===== src/source/kernel_pkg.sv =====
`default_nettype none

package kernel_pkg;

  localparam int addr_w = 15;
  localparam int word_w = 32;

  localparam int axi_addr_w = 64;
  localparam int axi_data_w = 128;
  localparam int axi_strb_w = 16;
  localparam int axi_id_w   = 4;
  localparam int axi_resp_w = 2;
  localparam int axi_size_w = 3;

  localparam logic [axi_id_w-1:0] axi_awid       = 4'd1;
  localparam logic [1:0]          axi_burst_incr = 2'b01;
  localparam logic [7:0]          axi_len_single = 8'd0; // one beat per burst

  // host register map
  localparam logic [addr_w-1:0] reg_stage_base = 15'h000;
  localparam logic [addr_w-1:0] reg_aw_push    = 15'h020;
  localparam logic [addr_w-1:0] reg_w_push     = 15'h030;
  localparam logic [addr_w-1:0] reg_b_status   = 15'h050;
  localparam logic [addr_w-1:0] reg_b_pop      = 15'h054;
  localparam logic [addr_w-1:0] reg_lba        = 15'h100;
  localparam logic [addr_w-1:0] reg_dptr       = 15'h104;
  localparam logic [addr_w-1:0] reg_cmd        = 15'h108;
  localparam logic [addr_w-1:0] reg_submit     = 15'h110;
  localparam logic [addr_w-1:0] reg_sq_clear   = 15'h114;
  localparam logic [addr_w-1:0] reg_sq_pop     = 15'h200;
  localparam logic [addr_w-1:0] reg_sq_ptr     = 15'h204;

  localparam logic [word_w-1:0] nvme_nsid = 32'd1;

  localparam int fifo_depth_log2 = 4;
  localparam int sq_depth_log2   = 4;
  localparam int sqe_w           = 144; // nlb + lba + dptr + nsid + cdw0

  // one staging word, read as whichever queue entry it feeds
  typedef union packed {
    logic [7:0][word_w-1:0] raw;
    struct packed {
      logic [256-axi_size_w-axi_addr_w-1:0] pad;
      logic [axi_size_w-1:0]                size;
      logic [axi_addr_w-1:0]                addr;
    } aw;
    struct packed {
      logic [256-axi_strb_w-axi_data_w-1:0] pad;
      logic [axi_strb_w-1:0]                strb;
      logic [axi_data_w-1:0]                data;
    } w;
    struct packed {
      logic [256-axi_id_w-axi_resp_w-1:0] pad;
      logic [axi_id_w-1:0]                id;
      logic [axi_resp_w-1:0]              resp;
    } b;
    struct packed {
      logic [256-sqe_w-1:0] pad;
      logic [15:0]          nlb;
      logic [word_w-1:0]    lba;
      logic [word_w-1:0]    dptr;
      logic [word_w-1:0]    nsid;
      logic [word_w-1:0]    cdw0;
    } sqe;
  } staging_t;

endpackage

`default_nettype wire

===== src/source/axi_write_master.sv =====
`timescale 1ns/1ps
`default_nettype none

module axi_write_master (
  input  wire logic                                clk,
  input  wire logic                                rstn,
  input  wire logic                                aw_push,
  input  wire logic                                w_push,
  input  wire kernel_pkg::staging_t                stage,
  input  wire logic                                b_pop,
  output logic [kernel_pkg::axi_addr_w-1:0]        awaddr,
  output logic [kernel_pkg::axi_size_w-1:0]        awsize,
  output logic [1:0]                               awburst,
  output logic [7:0]                               awlen,
  output logic [kernel_pkg::axi_id_w-1:0]          awid,
  output logic                                     awvalid,
  input  wire logic                                awready,
  output logic [kernel_pkg::axi_data_w-1:0]        wdata,
  output logic [kernel_pkg::axi_strb_w-1:0]        wstrb,
  output logic                                     wlast,
  output logic                                     wvalid,
  input  wire logic                                wready,
  input  wire logic                                bvalid,
  input  wire logic [kernel_pkg::axi_id_w-1:0]     bid,
  input  wire logic [kernel_pkg::axi_resp_w-1:0]   bresp,
  output logic                                     bready,
  output logic                                     b_valid,
  output logic [kernel_pkg::axi_id_w-1:0]          b_id,
  output logic [kernel_pkg::axi_resp_w-1:0]        b_resp
);

  logic [kernel_pkg::axi_size_w+kernel_pkg::axi_addr_w-1:0] aw_rdata;
  logic [kernel_pkg::axi_strb_w+kernel_pkg::axi_data_w-1:0] w_rdata;
  logic [kernel_pkg::axi_id_w+kernel_pkg::axi_resp_w-1:0]   b_rdata;

  // a push into a full FIFO is lost
  sync_fifo #(
    .width      (kernel_pkg::axi_size_w + kernel_pkg::axi_addr_w),
    .depth_log2 (kernel_pkg::fifo_depth_log2)
  ) aw_fifo (
    .clk    (clk),
    .rstn   (rstn),
    .wvalid (aw_push),
    .wdata  ({stage.aw.size, stage.aw.addr}),
    .wready (),
    .rvalid (awvalid),
    .rdata  (aw_rdata),
    .rready (awready)
  );

  sync_fifo #(
    .width      (kernel_pkg::axi_strb_w + kernel_pkg::axi_data_w),
    .depth_log2 (kernel_pkg::fifo_depth_log2)
  ) w_fifo (
    .clk    (clk),
    .rstn   (rstn),
    .wvalid (w_push),
    .wdata  ({stage.w.strb, stage.w.data}),
    .wready (),
    .rvalid (wvalid),
    .rdata  (w_rdata),
    .rready (wready)
  );

  sync_fifo #(
    .width      (kernel_pkg::axi_id_w + kernel_pkg::axi_resp_w),
    .depth_log2 (kernel_pkg::fifo_depth_log2)
  ) b_fifo (
    .clk    (clk),
    .rstn   (rstn),
    .wvalid (bvalid),
    .wdata  ({bid, bresp}),
    .wready (bready), // stall the link once responses pile up
    .rvalid (b_valid),
    .rdata  (b_rdata),
    .rready (b_pop)
  );

  assign {awsize, awaddr} = aw_rdata;
  assign {wstrb, wdata}   = w_rdata;
  assign {b_id, b_resp}   = b_rdata;

  // single-beat INCR bursts only
  assign awburst = kernel_pkg::axi_burst_incr;
  assign awlen   = kernel_pkg::axi_len_single;
  assign awid    = kernel_pkg::axi_awid;
  assign wlast   = 1'b1;

endmodule

`default_nettype wire


===== src/source/sync_fifo.sv =====
`timescale 1ns/1ps
`default_nettype none

module sync_fifo #(
  parameter int width      = 8,
  parameter int depth_log2 = 4
) (
  input  wire logic             clk,
  input  wire logic             rstn,
  input  wire logic             wvalid,
  input  wire logic [width-1:0] wdata,
  output logic                  wready,
  output logic                  rvalid,
  output logic [width-1:0]      rdata,
  input  wire logic             rready
);

  logic [width-1:0]      mem [2**depth_log2];
  logic [depth_log2-1:0] wptr;
  logic [depth_log2-1:0] rptr;
  logic [depth_log2:0]   count; // entries behind the head register
  logic                  load;
  logic                  do_wr;
  logic                  push_mem;
  logic                  pull_mem;

  assign wready   = (count + rvalid) != (2**depth_log2);
  assign load     = !rvalid || rready; // head is free this cycle
  assign do_wr    = wvalid && wready;
  assign pull_mem = load && count != '0;
  assign push_mem = do_wr && !(load && count == '0); // else straight to head

  always_ff @(posedge clk) begin
    if (push_mem) mem[wptr] <= wdata;
    if (load) rdata <= (count != '0) ? mem[rptr] : wdata;
  end

  always_ff @(posedge clk or negedge rstn) begin
    if (!rstn) begin
      wptr   <= '0;
      rptr   <= '0;
      count  <= '0;
      rvalid <= 1'b0;
    end else begin
      if (push_mem) wptr <= wptr + 1'b1;
      if (pull_mem) rptr <= rptr + 1'b1;
      count <= count + push_mem - pull_mem;
      if (load) rvalid <= count != '0 || do_wr;
    end
  end

endmodule

`default_nettype wire


===== config.mk =====
export PLATFORM = sky130hd
export DESIGN_NAME = axi_write_master
export DESIGN_NICKNAME = d
export VERILOG_FILES = /design/src/source/kernel_pkg.sv /design/src/source/axi_write_master.sv /design/src/source/sync_fifo.sv
export SDC_FILE = /design/constraint.sdc
export NUM_CORES = 2
export LEC_CHECK = 0
export BUFFER_PORTS_ARGS = -buffer_cell sky130_fd_sc_hd__buf_2
export CAP_MARGIN = 10
export CELL_PAD_IN_SITES_DETAIL_PLACEMENT = 2
export CELL_PAD_IN_SITES_GLOBAL_PLACEMENT = 2
export CORE_ASPECT_RATIO = 1.1
export CORE_MARGIN = 2
export CORE_UTILIZATION = 50
export CTS_BUF_LIST = sky130_fd_sc_hd__clkbuf_4
export DETAILED_ROUTE_END_ITERATION = 10
export PLACE_DENSITY = 0.88
export SLEW_MARGIN = 20
export SYNTH_ARGS = -nofsm -noshare
export SYNTH_HDL_FRONTEND = slang
export SYNTH_HIERARCHICAL = 1
export SYNTH_SLANG_ARGS = --single-unit

===== constraint.sdc =====
create_clock -name clk -period 29.3 [get_ports clk]
set_clock_uncertainty 0.15 [all_clocks]
set_input_delay 1.465 -clock clk [delete_from_list [all_inputs] [get_ports clk]]
set_output_delay 1.465 -clock clk [all_outputs]
set_load 0.02 [all_outputs]

==> results by group, run 1 <==
Outcome
  • Stage at which the run stopped: detailed placement (3_5_place_dp)
  • Status: aborted with a tool error
  • Stop err: [ERROR DPL-0033] detailed placement checks failed during check placement.

Synth
  • Warnings from Yosys: 6
  • Cell area after synthesis: 142700 um^2
  • Instance count of the mapped netlist: 6666
  • Post-synthesis area per instance: 21.41 um^2
  • Top post-synthesis cells by area: edfxtp_1, mux4_2, mux2i_1
  • Post-synthesis register bit count: 3731
  • Proportion of register bits with asynchronous set or reset after synthesis: 0.01126
  • Sequential element share of the synthesized area: 0.7837
  • Number of flops mapped to enable cells by yosys: 3689
  • Top cell type's share of synthesized area: 0.7763
  • Most area-hungry cell type in the Yosys netlist: edfxtp_1
  • Leading register cell type out of synthesis: edfxtp_1
  • Library cells used by synthesis: 52

Floorplanning
  • Boundary pin count: 506
  • Initial Util: 0.5030
  • Die extent in y: 564.3 um
  • Number of core rows: 205
  • Horizontal extent of the die: 513.4 um

Placed design
  • Quantity of I/O buffers inserted on ports: about 380
  • DP HPWL: 318800 um
  • Final Wtd Congestion: 0.7740
-- synthesized netlist by cell type (2+ instances only) --
master and number:
nor2_1 129, o21ai_1 50, nor2b_1 12, nor4b_2 3, o21ai_0 151, buf_6 35, edfxtp_1 3689, conb_1 2
mux2_2 64, nand2b_1 6, dfrtp_1 42, o211ai_1 2, fa_1 3, or4b_4 2, mux2i_1 631, inv_1 28
a211oi_1 4, a31oi_1 2, xnor2_1 15, o22ai_1 256, clkbuf_1 133, a21oi_1 12, buf_1 18, buf_4 69
nand3_1 12, nand2_1 173, o221ai_1 71, a21o_1 6, mux4_2 633, nor3_1 36, and2_1 3, o31ai_1 82
and3_1 48, xor2_1 15, mux4_1 6, ha_1 48, a22oi_1 31, nand4_1 7, buf_2 124
-- cell families after synthesis --
group	after synthesis	synth area share
buf+inv	410	0.01564
other cells	2	0.00005263
fa+ha+maj	51	0.004630
compound gates	671	0.02999
flops	3731	0.7837
mux	1334	0.1503
xor+xnor	30	0.001841
simple gates	437	0.01381
-- stage by stage --
step	area (um^2)	hold WS, ps	setup WS (ps)	std cells
after global placement	148500	392.6	23650	10530
after floorplan	142700	327.2	16360	6679
==> run 2: changes to the inputs <==
- CELL_PAD_IN_SITES_DETAIL_PLACEMENT: 2 -> unset
- CELL_PAD_IN_SITES_GLOBAL_PLACEMENT: 2 -> unset
- CORE_ASPECT_RATIO: 1.1 -> unset
- CORE_UTILIZATION: 50 -> 35
- CTS_BUF_LIST: sky130_fd_sc_hd__clkbuf_4 -> unset
- PLACE_DENSITY: 0.88 -> unset
- PLACE_DENSITY_LB_ADDON: unset -> 0.15
==> run 2 against run 1 <==
Net effect: the run now ends clean; synthesized cell count unchanged; area after synthesis unchanged.
==> results by group, run 2 <==
GRT
  • Total Routing Usage GR: 0.1832
  • First-pass GRT wire length: 542100 um
  • Aggregate global routing overflow: 0
  • Antenna violations before repair: 71
  • Via count of the first global-routing pass: around 71000
  • Maximum number of pins on one net before global-route repair: ~130

Power and ir drop
  • Static leakage power: 53.00 nW
  • Peak VDD IR: 0.1054 mV
  • Combinational share of power: 0.277
  • Internal cell power: 0.01138 W
  • Switching Fraction: 0.3159
  • Power density normalized to cell area: 101.6 nW/um^2
  • P_sw: 0.005257 W
  • Power share of the sequential group: 0.423
  • Clk pwr share: 0.300

Worst setup path
  • Capturing element type of the critical path: flip-flop
  • Reg-to-reg startpoint: w_fifo/count[0]$_DFF_PN0_
  • CP startpoint kind: primary input
  • Count of cells along the worst register-to-register path: 8
  • Biggest fanout along the worst timing path: between 40 and 50
  • Critical Path RT: 29720 ps
  • Crit Path Class: in -> reg
  • Critical path launch point: wready
  • Setup slack on the worst flop-to-flop path: between 20000 and 25000 ps
  • Data arrival at the endpoint of the critical path: 5710 ps

Placed design
  • DP HPWL: 194300 um
  • Quantity of I/O buffers inserted on ports: 378
  • Final Wtd Congestion: 0.7132
  • Placed standard-cell area: 150700 um^2

Timing
  • Actual slew at the worst max-slew pin: 1374 ps
  • Period utilisation layout: 0.1805
  • Final-report hold violation count: 0
  • Count of pins over their slew limit: 0
  • Minimum period implied by the final worst setup slack: roughly 5300 ps
  • Achievable frequency: 189.1 MHz
  • Number of setup violations in the final report: 0
  • Worst relative slew slack: 0.08372
  • Setup total negative slack: 0 ps
  • Unrepaired setup endpoints after global routing: no

Clocking
  • Cts bufs inserted: slightly above 400
  • Worst-path clk slew: 60 ps
  • Number of post-CTS setup repair buffers: 0
  • CTS-repair resized insts: 0
  • Hold bufs inserted after CTS: 0
  • Maximum clock insertion buffer count: 4
  • Clock tree from TritonCTS: yes
  • Clock network latency to the later pin of the worst-skew pair: 980 ps
  • Depth of the CTS H-tree: 5
  • Library cell used as clock root buffer: clkbuf_16
  • # clock sinks: roughly 3700

Routing
  • DR vias: 68640
  • Routed WL: 385400 um
  • Post-detailed-route count of antenna-violating nets: 0
  • Number of iterations in the first detailed-routing pass: 5
  • Drt drc: 0
  • Routed WL per cell: 29.67 um
  • Iteration-0 DRC count of the detailed router: 5882
  • Detail-routed via count per cell: 5.283

Synth
  • Number of flops mapped to enable cells by yosys: approximately 3700
  • Cell area after synthesis: roughly 140000 um^2
  • Top post-synthesis cells by area: edfxtp_1, mux4_2, mux2i_1
  • Post-synthesis register bit count: 3731
  • Warnings from Yosys: 6
  • Sequential element share of the synthesized area: 0.7837
  • Most area-hungry cell type in the Yosys netlist: edfxtp_1
  • Library cells used by synthesis: between 50 and 60
  • Top cells by count, synth: edfxtp_1, mux4_2, mux2i_1
  • Leading register cell type out of synthesis: edfxtp_1
  • Top-count cell post-synth: edfxtp_1
  • Instance count of the mapped netlist: 6666
  • Top cell type's share of synthesized area: 0.7763
  • Post-synthesis area per instance: 21.41 um^2
  • Proportion of register bits with asynchronous set or reset after synthesis: 0.01126

Hold path
  • Number of cells on the worst hold path: 1
  • Worst Hold Launch: b_fifo/rptr[3]$_DFFE_PN0P_
  • Kind of path behind the tightest hold check: reg -> reg

Final layout
  • Total non-filler cell area in the finished layout: 163700 um^2
  • FILL cells: 36020
  • Largest registers: w_fifo/mem x2304, aw_fifo/mem x1072, w_fifo/rdata x144
  • NumNets Final: 7535
  • Growth of design area from synthesis to finish: 14.73%
  • Fraction of final layout cells with drive strength greater than 1: 0.2413
  • Most frequent standard cell in the layout excluding fill and tap cells: edfxtp_1
  • Most frequent cells in the layout: edfxtp_1, mux4_2, mux2i_1
  • Max reg flops: 2304
  • Register bank with the most flops: w_fifo/mem

Floorplanning
  • Number of core rows: 234
  • Floorplan die area: between 400000 and 500000 um^2
  • Core area: 406100 um^2
  • Die extent in y: 642.5 um
  • Boundary pin count: between 500 and 600
  • Initial Util: 0.3514
  • Horizontal extent of the die: ~640 um

Outcome
  • Status: finished, final reports clean

Job
  • Number of maximum-capacitance violations: 0
run 2: cell counts after synthesis:
No cell type changed its count.
run 2: path summary, 6_finish.rpt:
path / to
setup / recovery: w_fifo/mem[11][34]$_DFFE_PP_
hold / removal: b_fifo/rptr[3]$_DFFE_PN0P_
setup reg to reg: w_fifo/mem[11][34]$_DFFE_PP_
hold reg to reg: b_fifo/rptr[3]$_DFFE_PN0P_
max in group asynchronous: w_fifo/rptr[0]$_DFFE_PN0P_
min in group asynchronous: b_fifo/rvalid$_DFFE_PN0P_
run 2: cells by family after synthesis:
family / share of synthesized area
AND/OR/NAND/NOR: 0.01381
flip-flops: 0.7837
buffers and inverters: 0.01564
AO/OA/AOI/OAI: 0.02999
other: 0.00005263
multiplexers: 0.1503
adder cells (fa/ha/maj): 0.004630
XOR/XNOR: 0.001841
run 2: area by class of cell:
type / count / area (um^2) / share of cell area
inverter: 28 / 115.1 / 0.0007031
multi-input combinational: 2538 / 28940 / 0.1768
clock inverter: 243 / 2256 / 0.01378
timing repair buffer: 509 / 3038 / 0.01856
tap: 5428 / 6792 / 0.04148
clock buffer: 502 / 10690 / 0.06530
antenna: 12 / 30.03 / 0.0001834
sequential: 3731 / 111900 / 0.6832
run 2: critical path, cell delays in order:
cell and delay, ps:
buf_2 170, nor2b_1 410, o21ai_0 200, a31oi_2 770, and3_4 860, buf_4 840, buf_4 870
run 2: layer usage:
| metal | track usage | share of wire |
|---|---|---|
| met4 | 0.04640 | 0.025 |
| met5 | 0 | 0.00034 |
| met3 | 0.02929 | 0.050 |
| met2 | 0.3046 | 0.49 |
| met1 | 0.2516 | 0.44 |
run 2: power groups by stage:
| stage | registers [W] | clock network [W] | logic (W) |
|---|---|---|---|
| finish | 0.00704 | 0.00500 | 0.00460 |
| global route | 0.00710 | 0.00533 | 0.00494 |
| CTS | 0.00707 | 0.00512 | 0.00471 |
| detailed placement | 0.00717 | 0 | 0.00469 |
| global placement | 0.00715 | 0 | 0.00468 |
| floorplan | 0.00718 | 0 | 0.00300 |
run 2: metrics by stage:
stage	instances	setup slack (ps)	hold slack (ps)	util	total power, W
finish	12990	24010	347.8	0.4031	0.01664
global route	12990	23840	381.9	0.4031	0.01738
CTS	12980	24020	368.0	0.4031	0.01690
detailed placement	12230	22990	355.2	0.3712	0.01186
global placement	12230	23040	314.5	0.3712	0.01183
floorplan	6679	16360	327.2	-	0.01018
Power figures use the tool's default switching activity.
