File: src/source/kernel_pkg.sv
`default_nettype none

package kernel_pkg;

  localparam int addr_w = 15;
  localparam int word_w = 32;

  localparam int axi_addr_w = 64;
  localparam int axi_data_w = 128;
  localparam int axi_strb_w = 16;
  localparam int axi_id_w   = 4;
  localparam int axi_resp_w = 2;
  localparam int axi_size_w = 3;

  localparam logic [axi_id_w-1:0] axi_awid       = 4'd1;
  localparam logic [1:0]          axi_burst_incr = 2'b01;
  localparam logic [7:0]          axi_len_single = 8'd0; // one beat per burst

  // host register map
  localparam logic [addr_w-1:0] reg_stage_base = 15'h000;
  localparam logic [addr_w-1:0] reg_aw_push    = 15'h020;
  localparam logic [addr_w-1:0] reg_w_push     = 15'h030;
  localparam logic [addr_w-1:0] reg_b_status   = 15'h050;
  localparam logic [addr_w-1:0] reg_b_pop      = 15'h054;
  localparam logic [addr_w-1:0] reg_lba        = 15'h100;
  localparam logic [addr_w-1:0] reg_dptr       = 15'h104;
  localparam logic [addr_w-1:0] reg_cmd        = 15'h108;
  localparam logic [addr_w-1:0] reg_submit     = 15'h110;
  localparam logic [addr_w-1:0] reg_sq_clear   = 15'h114;
  localparam logic [addr_w-1:0] reg_sq_pop     = 15'h200;
  localparam logic [addr_w-1:0] reg_sq_ptr     = 15'h204;

  localparam logic [word_w-1:0] nvme_nsid = 32'd1;

  localparam int fifo_depth_log2 = 4;
  localparam int sq_depth_log2   = 4;
  localparam int sqe_w           = 144; // nlb + lba + dptr + nsid + cdw0

  // one staging word, read as whichever queue entry it feeds
  typedef union packed {
    logic [7:0][word_w-1:0] raw;
    struct packed {
      logic [256-axi_size_w-axi_addr_w-1:0] pad;
      logic [axi_size_w-1:0]                size;
      logic [axi_addr_w-1:0]                addr;
    } aw;
    struct packed {
      logic [256-axi_strb_w-axi_data_w-1:0] pad;
      logic [axi_strb_w-1:0]                strb;
      logic [axi_data_w-1:0]                data;
    } w;
    struct packed {
      logic [256-axi_id_w-axi_resp_w-1:0] pad;
      logic [axi_id_w-1:0]                id;
      logic [axi_resp_w-1:0]              resp;
    } b;
    struct packed {
      logic [256-sqe_w-1:0] pad;
      logic [15:0]          nlb;
      logic [word_w-1:0]    lba;
      logic [word_w-1:0]    dptr;
      logic [word_w-1:0]    nsid;
      logic [word_w-1:0]    cdw0;
    } sqe;
  } staging_t;

endpackage

`default_nettype wire
File: src/source/nvme_sq.sv
`timescale 1ns/1ps
`default_nettype none

module nvme_sq (
  input  wire logic                          clk,
  input  wire logic                          rstn,
  input  wire logic                          lba_wr,
  input  wire logic                          dptr_wr,
  input  wire logic                          cmd_wr,
  input  wire logic                          submit,
  input  wire logic                          sq_clear,
  input  wire logic                          sq_pop,
  input  wire logic [kernel_pkg::word_w-1:0] field,
  output logic [15:0]                        command_id,
  output logic [15:0]                        head_ptr,
  output logic                               pop_valid,
  output logic [kernel_pkg::sqe_w-1:0]       pop_entry
);

  logic [kernel_pkg::word_w-1:0] lba;
  logic [kernel_pkg::word_w-1:0] dptr;
  logic [7:0]                    opcode;
  logic [15:0]                   nlb;
  kernel_pkg::staging_t          cmd;
  logic                          sq_wready;
  logic                          sq_rvalid;
  logic [kernel_pkg::sqe_w-1:0]  sq_rdata;

  always_ff @(posedge clk) begin
    if (lba_wr) lba <= field;
    if (dptr_wr) dptr <= field;
    if (cmd_wr) begin
      opcode <= field[7:0];
      nlb    <= field[31:16]; // block count in the upper half
    end
  end

  // command under construction, id taken at submit time
  always_comb begin
    cmd          = '0;
    cmd.sqe.nlb  = nlb;
    cmd.sqe.lba  = lba;
    cmd.sqe.dptr = dptr;
    cmd.sqe.nsid = kernel_pkg::nvme_nsid;
    cmd.sqe.cdw0 = {command_id, 8'h00, opcode};
  end

  sync_fifo #(
    .width      (kernel_pkg::sqe_w),
    .depth_log2 (kernel_pkg::sq_depth_log2)
  ) sq_fifo (
    .clk    (clk),
    .rstn   (rstn),
    .wvalid (submit),
    .wdata  (cmd[kernel_pkg::sqe_w-1:0]),
    .wready (sq_wready),
    .rvalid (sq_rvalid),
    .rdata  (sq_rdata),
    .rready (sq_pop)
  );

  always_ff @(posedge clk or negedge rstn) begin
    if (!rstn) begin
      command_id <= 16'd0;
      head_ptr   <= 16'd0;
      pop_valid  <= 1'b0;
    end else begin
      pop_valid <= sq_pop && sq_rvalid;
      if (sq_clear) begin
        command_id <= 16'd0;
        head_ptr   <= 16'd0;
      end else if (submit && sq_wready) begin // full queue drops the submit
        command_id <= command_id + 16'd1;
        head_ptr   <= head_ptr + 16'd1;
      end
    end
  end

  always_ff @(posedge clk) begin
    if (sq_pop && sq_rvalid) pop_entry <= sq_rdata;
  end

endmodule

`default_nettype wire

File: src/source/sync_fifo.sv
`timescale 1ns/1ps
`default_nettype none

module sync_fifo #(
  parameter int width      = 8,
  parameter int depth_log2 = 4
) (
  input  wire logic             clk,
  input  wire logic             rstn,
  input  wire logic             wvalid,
  input  wire logic [width-1:0] wdata,
  output logic                  wready,
  output logic                  rvalid,
  output logic [width-1:0]      rdata,
  input  wire logic             rready
);

  logic [width-1:0]      mem [2**depth_log2];
  logic [depth_log2-1:0] wptr;
  logic [depth_log2-1:0] rptr;
  logic [depth_log2:0]   count; // entries behind the head register
  logic                  load;
  logic                  do_wr;
  logic                  push_mem;
  logic                  pull_mem;

  assign wready   = (count + rvalid) != (2**depth_log2);
  assign load     = !rvalid || rready; // head is free this cycle
  assign do_wr    = wvalid && wready;
  assign pull_mem = load && count != '0;
  assign push_mem = do_wr && !(load && count == '0); // else straight to head

  always_ff @(posedge clk) begin
    if (push_mem) mem[wptr] <= wdata;
    if (load) rdata <= (count != '0) ? mem[rptr] : wdata;
  end

  always_ff @(posedge clk or negedge rstn) begin
    if (!rstn) begin
      wptr   <= '0;
      rptr   <= '0;
      count  <= '0;
      rvalid <= 1'b0;
    end else begin
      if (push_mem) wptr <= wptr + 1'b1;
      if (pull_mem) rptr <= rptr + 1'b1;
      count <= count + push_mem - pull_mem;
      if (load) rvalid <= count != '0 || do_wr;
    end
  end

endmodule

`default_nettype wire

File: config.mk
export PLATFORM = sky130hd
export DESIGN_NAME = nvme_sq
export DESIGN_NICKNAME = d
export VERILOG_FILES = /design/src/source/kernel_pkg.sv /design/src/source/nvme_sq.sv /design/src/source/sync_fifo.sv
export SDC_FILE = /design/constraint.sdc
export NUM_CORES = 2
export LEC_CHECK = 0
export BUFFER_PORTS_ARGS = -buffer_cell sky130_fd_sc_hd__buf_2
export CORE_UTILIZATION = 46
export CTS_CLUSTER_DIAMETER = 30
export CTS_CLUSTER_SIZE = 30
export DETAILED_ROUTE_END_ITERATION = 10
export GPL_ROUTABILITY_DRIVEN = 0
export PLACE_DENSITY_LB_ADDON = 0.2
export SETUP_SLACK_MARGIN = 0.3
export SLEW_MARGIN = 20
export SYNTH_ARGS = -nofsm -noshare
export SYNTH_HDL_FRONTEND = slang
export SYNTH_SLANG_ARGS = --single-unit
File: constraint.sdc
create_clock -name clk -period 22.1 [get_ports clk]
set_clock_uncertainty 0.05 [all_clocks]
set_input_delay 2.21 -clock clk [delete_from_list [all_inputs] [get_ports clk]]
set_output_delay 2.21 -clock clk [all_outputs]
set_load 0.01 [all_outputs]
* Yosys cells after proc, flatten, opt, wreduce, memory -nomap -nowiden *
Memories as Yosys holds them, arrays and structs flattened.
Index checks and enable logic that the tools add are counted.

storage, ports and cells
  register bits after elaboration = 423
  RAM bits = 1,664
  input port bits = 40
  output and inout port bits = 177
  word-level logic and storage cells = 42
  memories = 1

cells by class
  $add $sub $neg = 7
  equality and inequality tests = 1
  multiplexer cells = 7
  reductions and logical operators = 12

memories
  name         words  bits a word  rd ports  clocked after memory_dff  wr ports  line             text
  sq_fifo.mem  16     104          1         0                         1         sync_fifo.sv:18  logic [width-1:0] mem [2**depth_log2];

operator list
  cell                                                                       number
  144-bit two-way mux                                                        1
  16-bit two-way mux                                                         4
  16-bit by 1-bit adder with 16-bit output (second input constant)           2
  32-bit by 5-bit inequality test with 1-bit output (second input constant)  1
  4-bit by 1-bit adder with 4-bit output (second input constant)             2
  5-bit by 1-bit adder with 6-bit output                                     1
  5-bit by 1-bit adder with 5-bit output                                     1
  1-bit logical AND                                                          5
  5-bit zero test                                                            1
  5-bit nonzero test                                                         1
  5-bit by 1-bit subtractor with 5-bit output                                1
  1-bit zero test                                                            2
  1-bit logical OR                                                           2
  1-bit two-way mux                                                          2
  2-bit nonzero test                                                         1

* Logic depth before layout (Yosys ltp) *
  depth in word-level cells = 7
  mapped depth = 15
  mapped depth without buffers = 14

* Cells and area by module *
From an unflattened synthesis, not the netlist that was laid out.

unflattened totals
  cell total of the unflattened synthesis = 4,561
  area total of the unflattened synthesis = 101,645.0 µm²

by module, submodules not included
  module     times used  cells each  area an instance (µm²)  seq. area each (µm²)
  sync_fifo  1           4,159       93,005.4                73,860.8
  nvme_sq    1           402         8,639.5                 7,792.5

* Least setup slack after synthesis *
OpenSTA, ideal clock, no wires.

  path type = input-to-reg
  from = input port sq_pop
  to = memory sq_fifo.mem[3][0] in the netlist's numbering (enable)
  library setup time = 694 ps
  data arrival time = 12,322 ps
  data required time = 21,356 ps
  slack = 9,034 ps
  stages on the path = 5
  path buffers = 1
  cell sequence = nand2b_1 -> a221oi_1 -> clkbuf_1 -> nand2_1 -> nor3_1

between the ends
  cells in the longest elaborated chain, start to end = 6

ends and longest elaborated chain
  item                                     line             text
  from (decl)                              nvme_sq.sv:12    input wire logic sq_pop,
  1-bit logical OR                         sync_fifo.sv:28  assign load = !rvalid || rready;
  1-bit logical AND                        sync_fifo.sv:31  assign push_mem = do_wr && !(load && count == '0);
  1-bit zero test                          sync_fifo.sv:31
  1-bit logical AND                        sync_fifo.sv:31
  1-bit two-way mux                        sync_fifo.sv:34  if (push_mem) mem[wptr] <= wdata;
  1-bit two-way mux (implied by the code)  sync_fifo.sv:34
  to (decl)                                sync_fifo.sv:18

Every way passes these cells.

* Final worst setup path *
  from = register sq_fifo.rptr[0]
  to = register sq_fifo.rdata[101], data pin

between the ends
  cells in the longest elaborated chain, start to end = 2

ends and longest elaborated chain
  item                    line             text
  from (decl)             sync_fifo.sv:20  logic [depth_log2-1:0] rptr;
  from (signal assigned)  sync_fifo.sv:46  if (pull_mem) rptr <= rptr + 1'b1;
  memory 16 x 104 bit     -
  144-bit two-way mux     sync_fifo.sv:35  if (load) rdata <= (count != '0) ? mem[rptr] : wdata;
  to (signal assigned)    sync_fifo.sv:35
  to (decl)               sync_fifo.sv:14  output logic [width-1:0] rdata,

Every way passes these cells.
A chain may end at the register's enable or synchronous reset.

==> results.md <==
- Status: finished, final reports clean
- Period utilization: 0.2448
- Chip Height: 405.7 um
- Leakage: 31.18 nW
- Vias in the first global route: slightly below 40000
- Hold Path Class: reg -> reg
- Syn Std Cell Area: between 0.07 and 0.08 mm^2
- Initial drt markers: 3624
- Setup TNS: 0 ns
- Startpoint types: register
- Worst path slowest cell: dfrtp_4
- PostCTS Resize Cnt: 0
- Ys async rst share: 0.02342
- Worst path required time: 22.65 ns
- Critical-path maximum fanout: 109
- Hpwl dp: 93150 um
- Share of post-route cells with drive strength above 1: 0.2867
- Nets: 4019
- CTS tree: yes
- Die width: 405.7 um
- # DRC: 0
- Largest stage delay, worst path: 0.89 ns
- Row count: approximately 150
- Total CTS buffers: 406
- FF+latch count, synth: about 2000
- Vias per std cell: 5.778
- Later-pin clock latency in the skew report: 0.92 ns
- Fmax achieved: 184.8 MHz
- Number of synthesized flops with an enable pin: 1960
- Relative slew margins: 0.2128
- WP data arrival: 5.96 ns
- Antenna violations before repair: 16
- Core area: between 0.15 and 0.2 mm^2
- Root Driver: clkbuf_16
- First-pass GRT wire length: 266700 um
- # port buffers: ~180
- CP most frequent cell: buf_4
- Post-synthesis cell count: 3486
- # Post-CTS Setup Buffers: 0
- WL/cell: 28.60 um
- H-tree lvl count: 5
- Crit-path cells: buf_4, buf_12, buf_4, buf_4, mux4_2, a22oi_1, nand3_1
- Drt total wl: 184400 um
- R2r worst-path depth: 7
- Vias: between 30000 and 40000
- Clock sink count: roughly 2000
- Synth warn: 0
- Grt ovf: 0
- Endpoint type of the worst setup path: register
- Top_reg_cell synth: edfxtp_1
- Clk slew on worst S/H paths: around 0.050 ns
- Hold buffer count at cts: 0
- Bufs on Longest Clock Path: 4
- Register area share after synthesis: 0.8006
- Worst Path Class, Setup: reg -> reg
- Layout area overhead: 22.70%
- Pwr per Cell Area: 148.8 mW/mm^2
- Avg Cell Area, Syn: approximately 22 um^2
- Setup violators final: 0
- Final Max Tran Viols: 0
- Largest net degree at the start of global routing: 110
- Layout Utilization: 0.5710
- Post-route ant nets: 0
- MaxCap Viol Count: 0
- Post-synthesis cell type count: 49
- Die Area: approximately 0.16 mm^2
- Hold Path Depth: 0
- Hold Fails Final Rpt: 0
- 1st-pass router iterations: 8
- RSZ-0062 raised after global routing: false
- Post-layout min period: 5.410 ns
- Maximum vdd ir drop: 0.1162 mV
- Worst-margin pin slew: 1.181 ns
- GRT Total Usage: 0.2268
- # IOs: about 220
- Starting density of the core: 0.4654
## synthesized netlist by cell type (2+ instances only)
library cell / number / area (um^2)
ha_1: 18 / 225.2
inv_1: 16 / 60.06
dfrtp_1: 47 / 1176
a21oi_1: 15 / 75.07
nor3_1: 2 / 10.01
or3_1: 7 / 43.79
o21ai_0: 10 / 50.05
edfxtp_1: 1960 / 58860
o31ai_1: 3 / 22.52
a22oi_1: 202 / 1516
nand4_1: 5 / 31.28
clkbuf_1: 98 / 367.9
buf_4: 41 / 307.8
xnor2_1: 10 / 87.58
o211ai_1: 103 / 773.2
and4_1: 2 / 17.52
o21ai_2: 2 / 17.52
mux2i_1: 206 / 2062
buf_1: 17 / 63.81
nor2_1: 35 / 131.4
and2_1: 8 / 50.05
xor2_1: 20 / 175.2
nand3_1: 105 / 525.5
o221ai_1: 4 / 35.03
nand2_1: 113 / 424.2
o2111ai_1: 10 / 87.58
mux2_2: 2 / 22.52
buf_2: 65 / 325.3
nor2b_1: 6 / 37.54
mux4_2: 316 / 7117
and3_1: 17 / 106.4
conb_1: 2 / 7.510
or4_1: 3 / 22.52
## state kept, by name, indices dropped and copies added (netlist names)
| register | cells |
|---|---|
| command_id | 16 |
| dptr | 32 |
| head_ptr | 16 |
| lba | 32 |
| nlb | 16 |
| opcode | 8 |
| pop_entry | 104 |
| pop_valid | 1 |
| sq_fifo.count | 5 |
| sq_fifo.mem | 1664 |
| sq_fifo.rdata | 104 |
| sq_fifo.rptr | 4 |
| sq_fifo.rvalid | 1 |
| sq_fifo.wptr | 4 |
## through the flow
step / area, um^2 / power, mW / std cells / setup WS (ns) / hold WS (ns)
floorplan: 75130 / 6.837 / 3524 / 9.034 / 0.3503
global placement: 78360 / 7.780 / 5710 / 16.27 / 0.3545
detailed placement: 78400 / 7.796 / 5712 / 16.18 / 0.3545
CTS: 91990 / 13.82 / 6440 / 16.48 / 0.3147
global route: 91990 / 14.17 / 6442 / 16.19 / 0.3333
finish: 92010 / 13.69 / 6447 / 16.69 / 0.3185
## layer usage
layer | routed length (um) | track usage
met1 | 75930 | 0.3106
met2 | 90690 | 0.3673
met3 | 13400 | 0.04439
met4 | 4309 | 0.07243
met5 | 34 | 0
## power by group
group	internal, mW	leakage, nW	total, mW	switching [mW]
Combinational	1.03	5.94	2.57	1.54
Clock	4.08	6.54	6.00	1.92
Sequential	4.83	18.7	5.12	0.293
## cell usage in the layout (no fill, tap or decap), types with 16 or more instances in the layout
| cell type | Yosys | routed |
|---|---|---|
| a22oi_1 | 202 | 202 |
| buf_2 | 65 | 176 |
| buf_4 | 41 | 68 |
| bufinv_16 | 0 | 59 |
| clkbuf_1 | 98 | 47 |
| clkbuf_16 | 0 | 411 |
| clkinv_1 | 0 | 52 |
| clkinv_2 | 0 | 62 |
| clkinv_4 | 0 | 22 |
| clkinvlp_4 | 0 | 44 |
| conb_1 | 2 | 40 |
| dfrtp_1 | 47 | 44 |
| edfxtp_1 | 1960 | 1960 |
| ha_1 | 18 | 18 |
| inv_1 | 16 | 16 |
| inv_6 | 0 | 24 |
| mux2i_1 | 206 | 206 |
| mux4_2 | 316 | 316 |
| nand2_1 | 113 | 113 |
| nand3_1 | 105 | 105 |
| nor2_1 | 35 | 35 |
| o211ai_1 | 103 | 103 |
| xor2_1 | 20 | 20 |
## layout make-up
cell class,count,area [um^2]
clock buffer,461,10500
inverter,16,60.06
fill,11830,69110
timing repair buffer,249,1491
clock inverter,267,3088
tap,2160,2703
sequential,2007,60040
multi-input combinational,1280,14100
antenna,7,17.52
## cell families after synthesis
logic type                 Yosys count  share of synthesized area
buffers and inverters              237                    0.01500
adders and majority gates           19                   0.003271
muxes                              524                     0.1227
other                                2                  0.0001002
xor gates and xnor gates            30                   0.003504
and+or+nand+nor                    308                    0.01929
AOI/OAI and AO/OA                  359                    0.03552
DFF                               2007                     0.8006
## critical path, delay by kind of cell (launching register included)
| family | cells | cell delay (ns) |
|---|---|---|
| multiplexers | 1 | 0.59 |
| AO/OA/AOI/OAI | 1 | 0.22 |
| AND/OR/NAND/NOR | 1 | 0.10 |
| buffers and inverters | 4 | 3.09 |
| flip-flops | 1 | 0.89 |
## final timing paths
kind / startpoint / to / slack (ns)
hold / removal: sq_fifo.rdata[122] / pop_entry[122] / 0.32
setup / recovery: sq_fifo.rptr[0] / sq_fifo.rdata[101] / 16.69
min in group asynchronous: rstn / sq_fifo.rptr[2] / 1.37
max in group asynchronous: rstn / sq_fifo.rptr[0] / 20.14
setup reg to reg: sq_fifo.rptr[0] / sq_fifo.rdata[101] / 16.69
hold reg to reg: sq_fifo.rdata[122] / pop_entry[122] / 0.32
Power figures use the tool's default switching activity.
